[config.mk]
export PLATFORM = sky130hd
export DESIGN_NAME = bf_ctrl_top
export DESIGN_NICKNAME = d
export VERILOG_FILES = /design/src/logic/bf_ctrl_pkg.sv /design/src/logic/frame_stamp.sv /design/src/logic/pass_counter.sv /design/src/logic/join_collector.sv /design/src/logic/bf_sequencer.sv /design/src/logic/bf_ctrl_top.sv
export SDC_FILE = /design/constraint.sdc
export NUM_CORES = 1
export LEC_CHECK = 0
export ABC_CLOCK_PERIOD_IN_PS = 2360
export BUFFER_PORTS_ARGS = -buffer_cell sky130_fd_sc_hd__buf_2
export CAP_MARGIN = 25
export CORE_ASPECT_RATIO = 2
export CORE_MARGIN = 2
export CORE_UTILIZATION = 50
export CTS_BUF_LIST = sky130_fd_sc_hd__clkbuf_2
export CTS_CLUSTER_DIAMETER = 40
export DETAILED_ROUTE_END_ITERATION = 6
export GPL_ROUTABILITY_DRIVEN = 0
export PLACE_DENSITY = 0.82
export SYNTH_ARGS = -nofsm -noshare
export SYNTH_HDL_FRONTEND = slang
export SYNTH_SLANG_ARGS = --single-unit
[constraint.sdc]
create_clock -name i_arst -period 2.36 [get_ports i_arst]
set_input_delay 0.118 -clock i_arst [delete_from_list [all_inputs] [get_ports i_arst]]
set_output_delay 0.118 -clock i_arst [all_outputs]
set_load 0.05 [all_outputs]
[src/logic/bf_ctrl_pkg.sv]
// beam-forming controller definitions
`default_nettype none

package bf_ctrl_pkg;

    // --------------------
    // widths
    localparam int FRAME_W  = 4;   // incoming frame counter
    localparam int STAMP_W  = 5;   // frame stamp out
    localparam int CNT_W    = 5;   // pass counter
    localparam int PAD_W    = 20;  // padding size
    localparam int OFFSET_W = 32;  // ram0 frame offset
    localparam int NUM_CH   = 4;   // processing channels ch0..ch3

    // --------------------
    // sequencer states
    typedef enum logic [4:0] {
        ST_WAIT_SPEC,    // spec read wait, idle
        ST_WAIT_TRANS,   // sound speed / position transfer
        ST_LOAD_A_CH0,   // first input ram load
        ST_LOAD_A_CH1,
        ST_LOAD_A_CH2,
        ST_LOAD_A_CH3,
        ST_LOAD_B_CH0,   // second input ram load
        ST_LOAD_B_CH1,
        ST_LOAD_B_CH2,
        ST_LOAD_B_CH3,
        ST_CALC_CH0,     // calculation
        ST_CALC_CH1,
        ST_CALC_CH2,
        ST_CALC_CH3,
        ST_WRITE_CH0,    // ddr write-back, in channel order
        ST_WRITE_CH1,
        ST_WRITE_CH2,
        ST_WRITE_CH3,
        ST_END_JUDGE     // pass done, next pass or back to idle
    } seq_state_t;

endpackage

`default_nettype wire

[src/logic/frame_stamp.sv]
// frame tracking and stamp
`timescale 1ns/1ps
`default_nettype none

module frame_stamp #(
    parameter logic [bf_ctrl_pkg::FRAME_W-1:0] FRAME_MAX = 4'd7,  // frame reg reset value
    parameter logic [bf_ctrl_pkg::CNT_W-1:0]   CALC_NUM  = 5'd2   // passes per frame
) (
    input  logic                             i_arst,          // clock
    input  logic                             i_clk156m,       // async reset
    input  logic [bf_ctrl_pkg::FRAME_W-1:0]  i_frame_time,    // live frame counter
    input  logic                             i_idle,          // sequencer in wait-spec
    input  logic                             i_system,        // 1 ta, 0 fa
    input  logic                             i_calc_start,    // stamp load strobe
    input  logic [bf_ctrl_pkg::CNT_W-1:0]    i_pass_cnt,
    input  logic [bf_ctrl_pkg::OFFSET_W-1:0] i_frame_offset,
    output logic                             o_frame_chg,     // frame moved on
    output logic [bf_ctrl_pkg::STAMP_W-1:0]  o_frame_time,    // frame + pass stamp
    output logic [bf_ctrl_pkg::OFFSET_W-1:0] o_frame_offset0
);

    import bf_ctrl_pkg::*;

    logic [FRAME_W-1:0] r_frame;  // last seen frame

    // --------------------
    // frame change detect
    always_ff @(posedge i_arst or posedge i_clk156m) begin
        if (i_clk156m) begin
            r_frame <= FRAME_MAX;
        end else begin
            r_frame <= i_frame_time;
        end
    end

    assign o_frame_chg = (i_frame_time != r_frame);  // comb, restarts the sequencer

    // --------------------
    // stamp, split between frame and pass bits by CALC_NUM
    always_ff @(posedge i_arst or posedge i_clk156m) begin
        if (i_clk156m) begin
            o_frame_time <= '0;
        end else if (i_calc_start) begin
            case (CALC_NUM)
                5'd16:   o_frame_time <= {r_frame[0],   i_pass_cnt[3:0]};
                5'd8:    o_frame_time <= {r_frame[1:0], i_pass_cnt[2:0]};
                5'd4:    o_frame_time <= {r_frame[2:0], i_pass_cnt[1:0]};
                5'd2:    o_frame_time <= {r_frame[3:0], i_pass_cnt[0]};
                default: o_frame_time <= {1'b0, r_frame};  // single pass, frame only
            endcase
        end
    end

    // ram0 offset, held at zero while idle in ta mode
    always_ff @(posedge i_arst or posedge i_clk156m) begin
        if (i_clk156m) begin
            o_frame_offset0 <= '0;
        end else if (i_idle && i_system) begin
            o_frame_offset0 <= '0;
        end else begin
            o_frame_offset0 <= i_frame_offset;
        end
    end

endmodule

`default_nettype wire

[src/logic/pass_counter.sv]
// pass counter and last-pass insertion
`timescale 1ns/1ps
`default_nettype none

module pass_counter #(
    parameter logic [bf_ctrl_pkg::CNT_W-1:0] CALC_NUM = 5'd2,   // passes per frame
    parameter logic [bf_ctrl_pkg::PAD_W-1:0] PAD_SIZE = 20'd0   // padding on last pass
) (
    input  logic                          i_arst,        // clock
    input  logic                          i_clk156m,     // async reset
    input  logic                          i_restart,     // back in wait-spec
    input  logic                          i_sp_end,      // one per finished calc
    input  logic                          i_pad_window,  // ch0 calc state
    output logic [bf_ctrl_pkg::CNT_W-1:0] o_pass_cnt,
    output logic                          o_all_done,    // every pass counted
    output logic [bf_ctrl_pkg::PAD_W-1:0] o_pad_size,
    output logic                          o_end_ins      // end code on this pass
);

    logic last_pass;

    // --------------------
    // passes since frame start
    always_ff @(posedge i_arst or posedge i_clk156m) begin
        if (i_clk156m) begin
            o_pass_cnt <= '0;
        end else if (i_restart) begin
            o_pass_cnt <= '0;
        end else if (i_sp_end) begin
            o_pass_cnt <= o_pass_cnt + 1'b1;
        end
    end

    assign o_all_done = (o_pass_cnt == CALC_NUM);
    assign last_pass  = (o_pass_cnt == CALC_NUM - 1'b1);

    // padding + end code only during ch0 calc of the last pass
    always_ff @(posedge i_arst or posedge i_clk156m) begin
        if (i_clk156m) begin
            o_pad_size <= '0;
            o_end_ins  <= 1'b0;
        end else if (i_pad_window && last_pass) begin
            o_pad_size <= PAD_SIZE;
            o_end_ins  <= 1'b1;
        end else begin
            o_pad_size <= '0;
            o_end_ins  <= 1'b0;
        end
    end

endmodule

`default_nettype wire

[src/logic/join_collector.sv]
// join-complete collector
`timescale 1ns/1ps
`default_nettype none

module join_collector (
    input  logic                           i_arst,      // clock
    input  logic                           i_clk156m,   // async reset
    input  logic                           i_clear,     // end-judge state
    input  logic [bf_ctrl_pkg::NUM_CH-1:0] i_join_end,  // per channel strobes
    output logic                           o_join_all,  // all channels joined
    output logic                           o_join_pulse
);

    import bf_ctrl_pkg::*;

    logic [NUM_CH-1:0] r_flag;     // sticky per channel
    logic [2:0]        r_all_dly;  // two delay stages plus edge tap of all-set

    // flags set on strobe and hold until the pass ends
    always_ff @(posedge i_arst or posedge i_clk156m) begin
        if (i_clk156m) begin
            r_flag <= '0;
        end else if (i_clear) begin
            r_flag <= '0;
        end else begin
            r_flag <= r_flag | i_join_end;
        end
    end

    assign o_join_all = &r_flag;

    // --------------------
    // rising edge of the twice delayed all-set
    always_ff @(posedge i_arst or posedge i_clk156m) begin
        if (i_clk156m) begin
            r_all_dly <= '0;
        end else begin
            r_all_dly <= {r_all_dly[1:0], o_join_all};
        end
    end

    assign o_join_pulse = r_all_dly[1] && !r_all_dly[2];

endmodule

`default_nettype wire

[src/logic/bf_sequencer.sv]
// beam-forming sequence FSM
`timescale 1ns/1ps
`default_nettype none

module bf_sequencer (
    input  logic                           i_arst,            // clock
    input  logic                           i_clk156m,         // async reset
    input  logic                           i_frame_chg,       // restart request
    input  logic                           i_system,          // 1 ta, 0 fa
    input  logic [bf_ctrl_pkg::NUM_CH-1:0] i_sp_start,        // load strobes per channel
    input  logic                           i_param_end,       // vector transfer done
    input  logic [1:0]                     i_calc_start_ext,  // ch1, ch2 calc starts
    input  logic                           i_join_all,
    input  logic                           i_join_pulse,
    input  logic [bf_ctrl_pkg::NUM_CH-1:0] i_ddr_end,         // write-back done per channel
    input  logic                           i_all_done,        // last pass counted
    output logic                           o_idle,
    output logic                           o_restart,
    output logic                           o_pad_window,
    output logic                           o_join_clear,
    output logic                           o_param_start,
    output logic                           o_calc_start,
    output logic                           o_sp_end,
    output logic [bf_ctrl_pkg::NUM_CH-1:0] o_fa_en            // ddr output mux select
);

    import bf_ctrl_pkg::*;

    seq_state_t r_state;
    seq_state_t r_state_d;  // one cycle behind, for edge pulses
    seq_state_t nxt_state;

    // --------------------
    // next state
    always_comb begin
        nxt_state = r_state;
        case (r_state)
            ST_WAIT_SPEC:  if (!i_system || i_sp_start[0]) nxt_state = ST_WAIT_TRANS;
            ST_WAIT_TRANS: if (i_param_end) nxt_state = ST_LOAD_A_CH0;
            // ch0
            ST_LOAD_A_CH0: if (i_sp_start[0]) nxt_state = ST_LOAD_B_CH0;
            ST_LOAD_B_CH0: if (i_sp_start[0]) nxt_state = ST_CALC_CH0;
            ST_CALC_CH0:   if (o_calc_start) nxt_state = ST_LOAD_A_CH1;  // own pulse
            // ch1
            ST_LOAD_A_CH1: if (i_sp_start[1]) nxt_state = ST_LOAD_B_CH1;
            ST_LOAD_B_CH1: if (i_sp_start[1]) nxt_state = ST_CALC_CH1;
            ST_CALC_CH1:   if (i_calc_start_ext[0]) nxt_state = ST_LOAD_A_CH2;
            // ch2
            ST_LOAD_A_CH2: if (i_sp_start[2]) nxt_state = ST_LOAD_B_CH2;
            ST_LOAD_B_CH2: if (i_sp_start[2]) nxt_state = ST_CALC_CH2;
            ST_CALC_CH2:   if (i_calc_start_ext[1]) nxt_state = ST_LOAD_A_CH3;
            // ch3, waits for every channel to join
            ST_LOAD_A_CH3: if (i_sp_start[3]) nxt_state = ST_LOAD_B_CH3;
            ST_LOAD_B_CH3: if (i_sp_start[3]) nxt_state = ST_CALC_CH3;
            ST_CALC_CH3:   if (i_join_all) nxt_state = ST_WRITE_CH0;
            // ddr write-backs in order
            ST_WRITE_CH0:  if (i_ddr_end[0]) nxt_state = ST_WRITE_CH1;
            ST_WRITE_CH1:  if (i_ddr_end[1]) nxt_state = ST_WRITE_CH2;
            ST_WRITE_CH2:  if (i_ddr_end[2]) nxt_state = ST_WRITE_CH3;
            ST_WRITE_CH3:  if (i_ddr_end[3]) nxt_state = ST_END_JUDGE;
            ST_END_JUDGE: begin
                if (i_all_done) begin
                    nxt_state = ST_WAIT_SPEC;
                end else begin
                    nxt_state = ST_LOAD_A_CH0;  // next pass
                end
            end
            default:       nxt_state = ST_WAIT_SPEC;
        endcase
        if (i_frame_chg) begin
            nxt_state = ST_WAIT_SPEC;  // new frame wins from any state
        end
    end

    always_ff @(posedge i_arst or posedge i_clk156m) begin
        if (i_clk156m) begin
            r_state   <= ST_WAIT_SPEC;
            r_state_d <= ST_WAIT_SPEC;
        end else begin
            r_state   <= nxt_state;
            r_state_d <= r_state;
        end
    end

    // --------------------
    // state levels
    assign o_idle       = (r_state == ST_WAIT_SPEC);
    assign o_restart    = o_idle && (r_state_d != ST_WAIT_SPEC);  // first idle cycle
    assign o_pad_window = (r_state == ST_CALC_CH0);
    assign o_join_clear = (r_state == ST_END_JUDGE);

    // --------------------
    // transition pulses, one edge after the move
    always_ff @(posedge i_arst or posedge i_clk156m) begin
        if (i_clk156m) begin
            o_param_start <= 1'b0;
            o_calc_start  <= 1'b0;
            o_sp_end      <= 1'b0;
        end else begin
            o_param_start <= (r_state_d == ST_WAIT_SPEC) && (r_state == ST_WAIT_TRANS);
            o_calc_start  <= (r_state_d == ST_LOAD_B_CH0) && (r_state == ST_CALC_CH0);
            o_sp_end      <= (i_system && (r_state_d == ST_WAIT_TRANS)
                              && (r_state == ST_LOAD_A_CH0))  // ta dummy end
                             || ((r_state_d == ST_LOAD_A_CH0) && (r_state == ST_LOAD_B_CH0))
                             || i_join_pulse;                 // all channels joined
        end
    end

    // channel owning the current state, end-judge belongs to ch0
    always_comb begin
        case (r_state)
            ST_LOAD_A_CH0, ST_LOAD_B_CH0, ST_CALC_CH0, ST_WRITE_CH0,
            ST_END_JUDGE:                                             o_fa_en = 4'b0001;
            ST_LOAD_A_CH1, ST_LOAD_B_CH1, ST_CALC_CH1, ST_WRITE_CH1: o_fa_en = 4'b0010;
            ST_LOAD_A_CH2, ST_LOAD_B_CH2, ST_CALC_CH2, ST_WRITE_CH2: o_fa_en = 4'b0100;
            ST_LOAD_A_CH3, ST_LOAD_B_CH3, ST_CALC_CH3, ST_WRITE_CH3: o_fa_en = 4'b1000;
            default:                                                  o_fa_en = 4'b0000;
        endcase
    end

endmodule

`default_nettype wire

[src/logic/bf_ctrl_top.sv]
// beam-forming controller top
`timescale 1ns/1ps
`default_nettype none

module bf_ctrl_top #(
    parameter logic [bf_ctrl_pkg::FRAME_W-1:0] FRAME_MAX = 4'd7,
    parameter logic [bf_ctrl_pkg::CNT_W-1:0]   CALC_NUM  = 5'd2,   // 1, 2, 4, 8 or 16
    parameter logic [bf_ctrl_pkg::PAD_W-1:0]   PAD_SIZE  = 20'd0
) (
    input  logic                             i_arst,             // clock
    input  logic                             i_clk156m,          // async reset
    input  logic [bf_ctrl_pkg::FRAME_W-1:0]  i_frame_time,
    input  logic                             i_system,           // 1 ta, 0 fa
    input  logic                             i_sp_start,         // ch0 load strobe
    input  logic                             i_sp_start_fa05,
    input  logic                             i_sp_start_fa06,
    input  logic                             i_sp_start_fa07,
    input  logic                             i_sp_end,           // ch0 calc done
    input  logic                             i_param_end,
    input  logic [bf_ctrl_pkg::OFFSET_W-1:0] i_frame_offset,
    input  logic                             i_calc_start_fa05,
    input  logic                             i_calc_start_fa06,
    input  logic                             i_join_end_fa05,
    input  logic                             i_join_end_fa06,
    input  logic                             i_join_end_fa07,
    input  logic                             i_ddr_endp_fa04,
    input  logic                             i_ddr_endp_fa05,
    input  logic                             i_ddr_endp_fa06,
    input  logic                             i_ddr_endp_fa07,
    output logic [bf_ctrl_pkg::STAMP_W-1:0]  o_frame_time,
    output logic                             o_calc_start,
    output logic                             o_sp_end,
    output logic [bf_ctrl_pkg::PAD_W-1:0]    o_pad_size,
    output logic                             o_end_ins,
    output logic [bf_ctrl_pkg::OFFSET_W-1:0] o_frame_offset0,
    output logic                             o_param_start,
    output logic [bf_ctrl_pkg::NUM_CH-1:0]   o_fa_en
);

    import bf_ctrl_pkg::*;

    logic             frame_chg;
    logic             idle;
    logic             restart;
    logic             pad_window;
    logic             join_clear;
    logic [CNT_W-1:0] pass_cnt;
    logic             all_done;
    logic             join_all;
    logic             join_pulse;

    // --------------------
    // channel strobes, ch0 in bit 0
    frame_stamp #(
        .FRAME_MAX(FRAME_MAX),
        .CALC_NUM (CALC_NUM)
    ) u_frame_stamp (
        .i_arst         (i_arst),
        .i_clk156m      (i_clk156m),
        .i_frame_time   (i_frame_time),
        .i_idle         (idle),
        .i_system       (i_system),
        .i_calc_start   (o_calc_start),
        .i_pass_cnt     (pass_cnt),
        .i_frame_offset (i_frame_offset),
        .o_frame_chg    (frame_chg),
        .o_frame_time   (o_frame_time),
        .o_frame_offset0(o_frame_offset0)
    );

    pass_counter #(
        .CALC_NUM(CALC_NUM),
        .PAD_SIZE(PAD_SIZE)
    ) u_pass_counter (
        .i_arst      (i_arst),
        .i_clk156m   (i_clk156m),
        .i_restart   (restart),
        .i_sp_end    (i_sp_end),
        .i_pad_window(pad_window),
        .o_pass_cnt  (pass_cnt),
        .o_all_done  (all_done),
        .o_pad_size  (o_pad_size),
        .o_end_ins   (o_end_ins)
    );

    join_collector u_join_collector (
        .i_arst      (i_arst),
        .i_clk156m   (i_clk156m),
        .i_clear     (join_clear),
        .i_join_end  ({i_join_end_fa07, i_join_end_fa06, i_join_end_fa05, i_sp_end}),
        .o_join_all  (join_all),
        .o_join_pulse(join_pulse)
    );

    bf_sequencer u_bf_sequencer (
        .i_arst          (i_arst),
        .i_clk156m       (i_clk156m),
        .i_frame_chg     (frame_chg),
        .i_system        (i_system),
        .i_sp_start      ({i_sp_start_fa07, i_sp_start_fa06, i_sp_start_fa05, i_sp_start}),
        .i_param_end     (i_param_end),
        .i_calc_start_ext({i_calc_start_fa06, i_calc_start_fa05}),
        .i_join_all      (join_all),
        .i_join_pulse    (join_pulse),
        .i_ddr_end       ({i_ddr_endp_fa07, i_ddr_endp_fa06, i_ddr_endp_fa05, i_ddr_endp_fa04}),
        .i_all_done      (all_done),
        .o_idle          (idle),
        .o_restart       (restart),
        .o_pad_window    (pad_window),
        .o_join_clear    (join_clear),
        .o_param_start   (o_param_start),
        .o_calc_start    (o_calc_start),
        .o_sp_end        (o_sp_end),
        .o_fa_en         (o_fa_en)
    );

endmodule

`default_nettype wire

==> flow_metrics.env <==
export IMPL_slew_violations=0
export IMPL_holdWs_ps=117
export IMPL_relSlewSlack=0.548
export IMPL_min_delay_start="i_system"
export IMPL_antenna_found_initial=1
export IMPL_max_vdd_ir_drop_mv=0.464
export IMPL_num_vias=2344
export IMPL_rsz0062_at_grt="no"
export IMPL_hold_path_class="input port to flop"
export IMPL_port_buffers=98
export IMPL_clk_path_buf_depth=2
export IMPL_failed_checks="DRC"
export IMPL_reg2reg_from="u_bf_sequencer.r_state[0]$_DFFE_PP0P_"
export IMPL_power_mw=2.36
export IMPL_num_rows=39
export IMPL_placed_area_mm2=0.00345
export IMPL_period_minus_slack_ps=2180
export IMPL_grt_pass1_vias=2490
export IMPL_min_period_over_period=0.922
export IMPL_cts_sinks=67
export IMPL_setup_viol=0
export IMPL_cts_buffers_inserted=9
export IMPL_yosysTopAreaCell="dfrtp_1"
export IMPL_via_per_inst=5.02
export IMPL_die_height_um=113
export IMPL_ys_seq_area_frac=0.561
export IMPL_finalHoldViolations=0
export IMPL_outcome="finished, violations left"
export IMPL_synth_top_area_frac=0.535
export IMPL_first_iter_violations=76
export IMPL_max_freq_ghz=0.460
export IMPL_wl_per_cell_um=14.8
export IMPL_cts_setup_buffers=0
export IMPL_synthesis_area_mm2=0.00299
export IMPL_finClkSkew_ps=21.3
export IMPL_cp_start_kind="flop"
export IMPL_num_io_pins=119
export IMPL_maxCapViolCount=0
export IMPL_final_instance_count_excl_fill=467
export IMPL_worstPathRequired_ps=2240
export IMPL_place_ws_ps=303
export IMPL_synth_cells=261
export IMPL_syn2layout_area_growth_pct=31.8
export IMPL_antenna_left=0
export IMPL_synth_area_top_cells="dfrtp_1 (53%), and2_1 (6.7%), buf_4 (5.3%), mux2i_1 (3.0%), dfstp_2 (2.6%)"
export IMPL_startpoint="u_bf_sequencer.r_state[3]$_DFFE_PP0P_"
export IMPL_final_common_cell="buf_2"
export IMPL_routed_wl_mm=6.93
export IMPL_p_per_area_mw_per_mm2=598
export IMPL_dieArea_mm2=0.00666
export IMPL_htreeDepth=3
export IMPL_worst_slew_pin_slew_ps=677
export IMPL_drtPass1Iterations=7
export IMPL_clock_latency_ps=470
export IMPL_start_util=0.520
export IMPL_clk_pin_slew_ps=170
export IMPL_grt_pass1_wl_mm=11.0
export IMPL_final_area_mm2=0.00395
export IMPL_drive_above_1_share=0.333
export IMPL_drcViolationCount=7
export IMPL_avgSynthCellArea_um2=11.5
export IMPL_hpwl_mm=4.69
export IMPL_cp_end_kind="output port"
export IMPL_worst_slack_ps=185
export IMPL_p_leak_nw=2.05
export IMPL_gr_total_overflow=0
export IMPL_crit_type="flop to output port"
export IMPL_synth_warnings=0
export IMPL_final_cell_mix="buf_2 (98), dfrtp_1 (63), dlygate4sd3_1 (41)"
export IMPL_arrival_ps=2060
export IMPL_die_w_um=58.7
export IMPL_critPathMaxFanout=17
export IMPL_coreArea_mm2=0.00576
export IMPL_synth_cell_types=45
export IMPL_gr_usage_all_layers=0.226
export IMPL_dominantRegCellSynth="dfrtp_1"
export IMPL_synth_edff_count=0
export IMPL_dp_cells=409
export IMPL_finalNetCount=457
export IMPL_async_reset_ff_frac=1.00
export IMPL_fin_setup_tns_ps=0
export IMPL_fin_util=0.685
export IMPL_cts_tree="built"
export IMPL_grt_max_degree=36
export IMPL_synth_seq_cells=67
export IMPL_clockRootBuffer="clkbuf_2"
==> final cells by class <==
| class | instances | area (um2) |
|---|---|---|
| Clock buffer | 12 | 60.1 |
| Inverter | 7 | 26.3 |
| Timing Repair Buffer | 143 | 943 |
| Multi-Input combinational cell | 172 | 1140 |
| Sequential cell | 67 | 1680 |
| Antenna cell | 1 | 2.50 |
| Tap cell | 61 | 76.3 |
| Fill cell | 446 | 1810 |
| Clock inverter | 4 | 20.0 |
==> synth_stat cells, types with 2 or more instances <==
cell and instances:
dfrtp_1 64, nor3_1 7, inv_1 7, dfstp_2 3
ha_1 3, xnor2_1 3, clkbuf_1 9, a21oi_1 3
o21a_1 4, o211ai_2 2, a211oi_1 2, and3_1 4
nor2_1 19, and2_1 32, nand4_1 5, mux2i_1 9
buf_6 2, a32oi_1 2, nor4_4 2, nand2_1 15
nand3_1 4, xor2_1 7, buf_4 21, nor2b_1 4
nor4b_1 2, mux2_2 7
==> repair_timing <==
action                                  CTS  global route
gates resized for setup                   0             1
hold endpoints to repair                 74             0
hold buffers                             41             0
endpoints found under the setup margin    0             1
==> final timing paths <==
path	endpoint	slack (ps)	cells past startpoint
min in group asynchronous	u_frame_stamp.o_frame_offset0[29]$_DFF_PP0_	270	3
max in group asynchronous	u_frame_stamp.r_frame[1]$_DFF_PP1_	1400	4
max	o_fa_en[2]	180	4
min	u_bf_sequencer.o_sp_end$_DFF_PP0_	120	5
min reg2reg	u_join_collector.r_all_dly[1]$_DFF_PP0_	380	0
max reg2reg	u_bf_sequencer.r_state[3]$_DFFE_PP0P_	260	5
==> flip-flops by register name, indices dropped and copies added, names as in the netlist <==
| name | flops |
|---|---|
| u_join_collector.r_all_dly | 3 |
| u_pass_counter.o_end_ins | 1 |
| u_bf_sequencer.o_sp_end | 1 |
| u_pass_counter.o_pass_cnt | 5 |
| u_frame_stamp.o_frame_time | 5 |
| u_bf_sequencer.r_state_d | 5 |
| u_frame_stamp.r_frame | 4 |
| u_frame_stamp.o_frame_offset0 | 32 |
| u_join_collector.r_flag | 4 |
| u_bf_sequencer.o_param_start | 1 |
| u_bf_sequencer.r_state | 5 |
| u_bf_sequencer.o_calc_start | 1 |
==> per-layer routing <==
layer	part of all wire	GRT usage	up-vias
li1	-	-	1107
met1	0.32	0.218	1110
met2	0.57	0.404	102
met3	0.063	0.0590	25
met4	0.043	0.139	0
met5	0	0	-
==> critical path, stage by stage, from the launching register on <==
cell and delay, ps:
dfrtp_1 590, or2_1 380, xnor2_1 170, nor3_1 160
buf_2 300
==> power breakdown <==
| group | total (mW) | internal (mW) | switching [mW] |
|---|---|---|---|
| clock | 0.514 | 0.144 | 0.370 |
| sequential | 1.30 | 1.23 | 0.0662 |
| combinational | 0.553 | 0.195 | 0.357 |
| total | 2.36 | 1.57 | 0.793 |
==> cells by family after synthesis <==
| family | share of synthesized area |
|---|---|
| other cells | 0.00125 |
| fa+ha+maj | 0.0125 |
| buf+inv | 0.0832 |
| xor+xnor | 0.0293 |
| flops | 0.561 |
| compound gates | 0.0577 |
| simple gates | 0.198 |
| mux | 0.0564 |
Note: power is estimated with default switching activity, not from simulation.
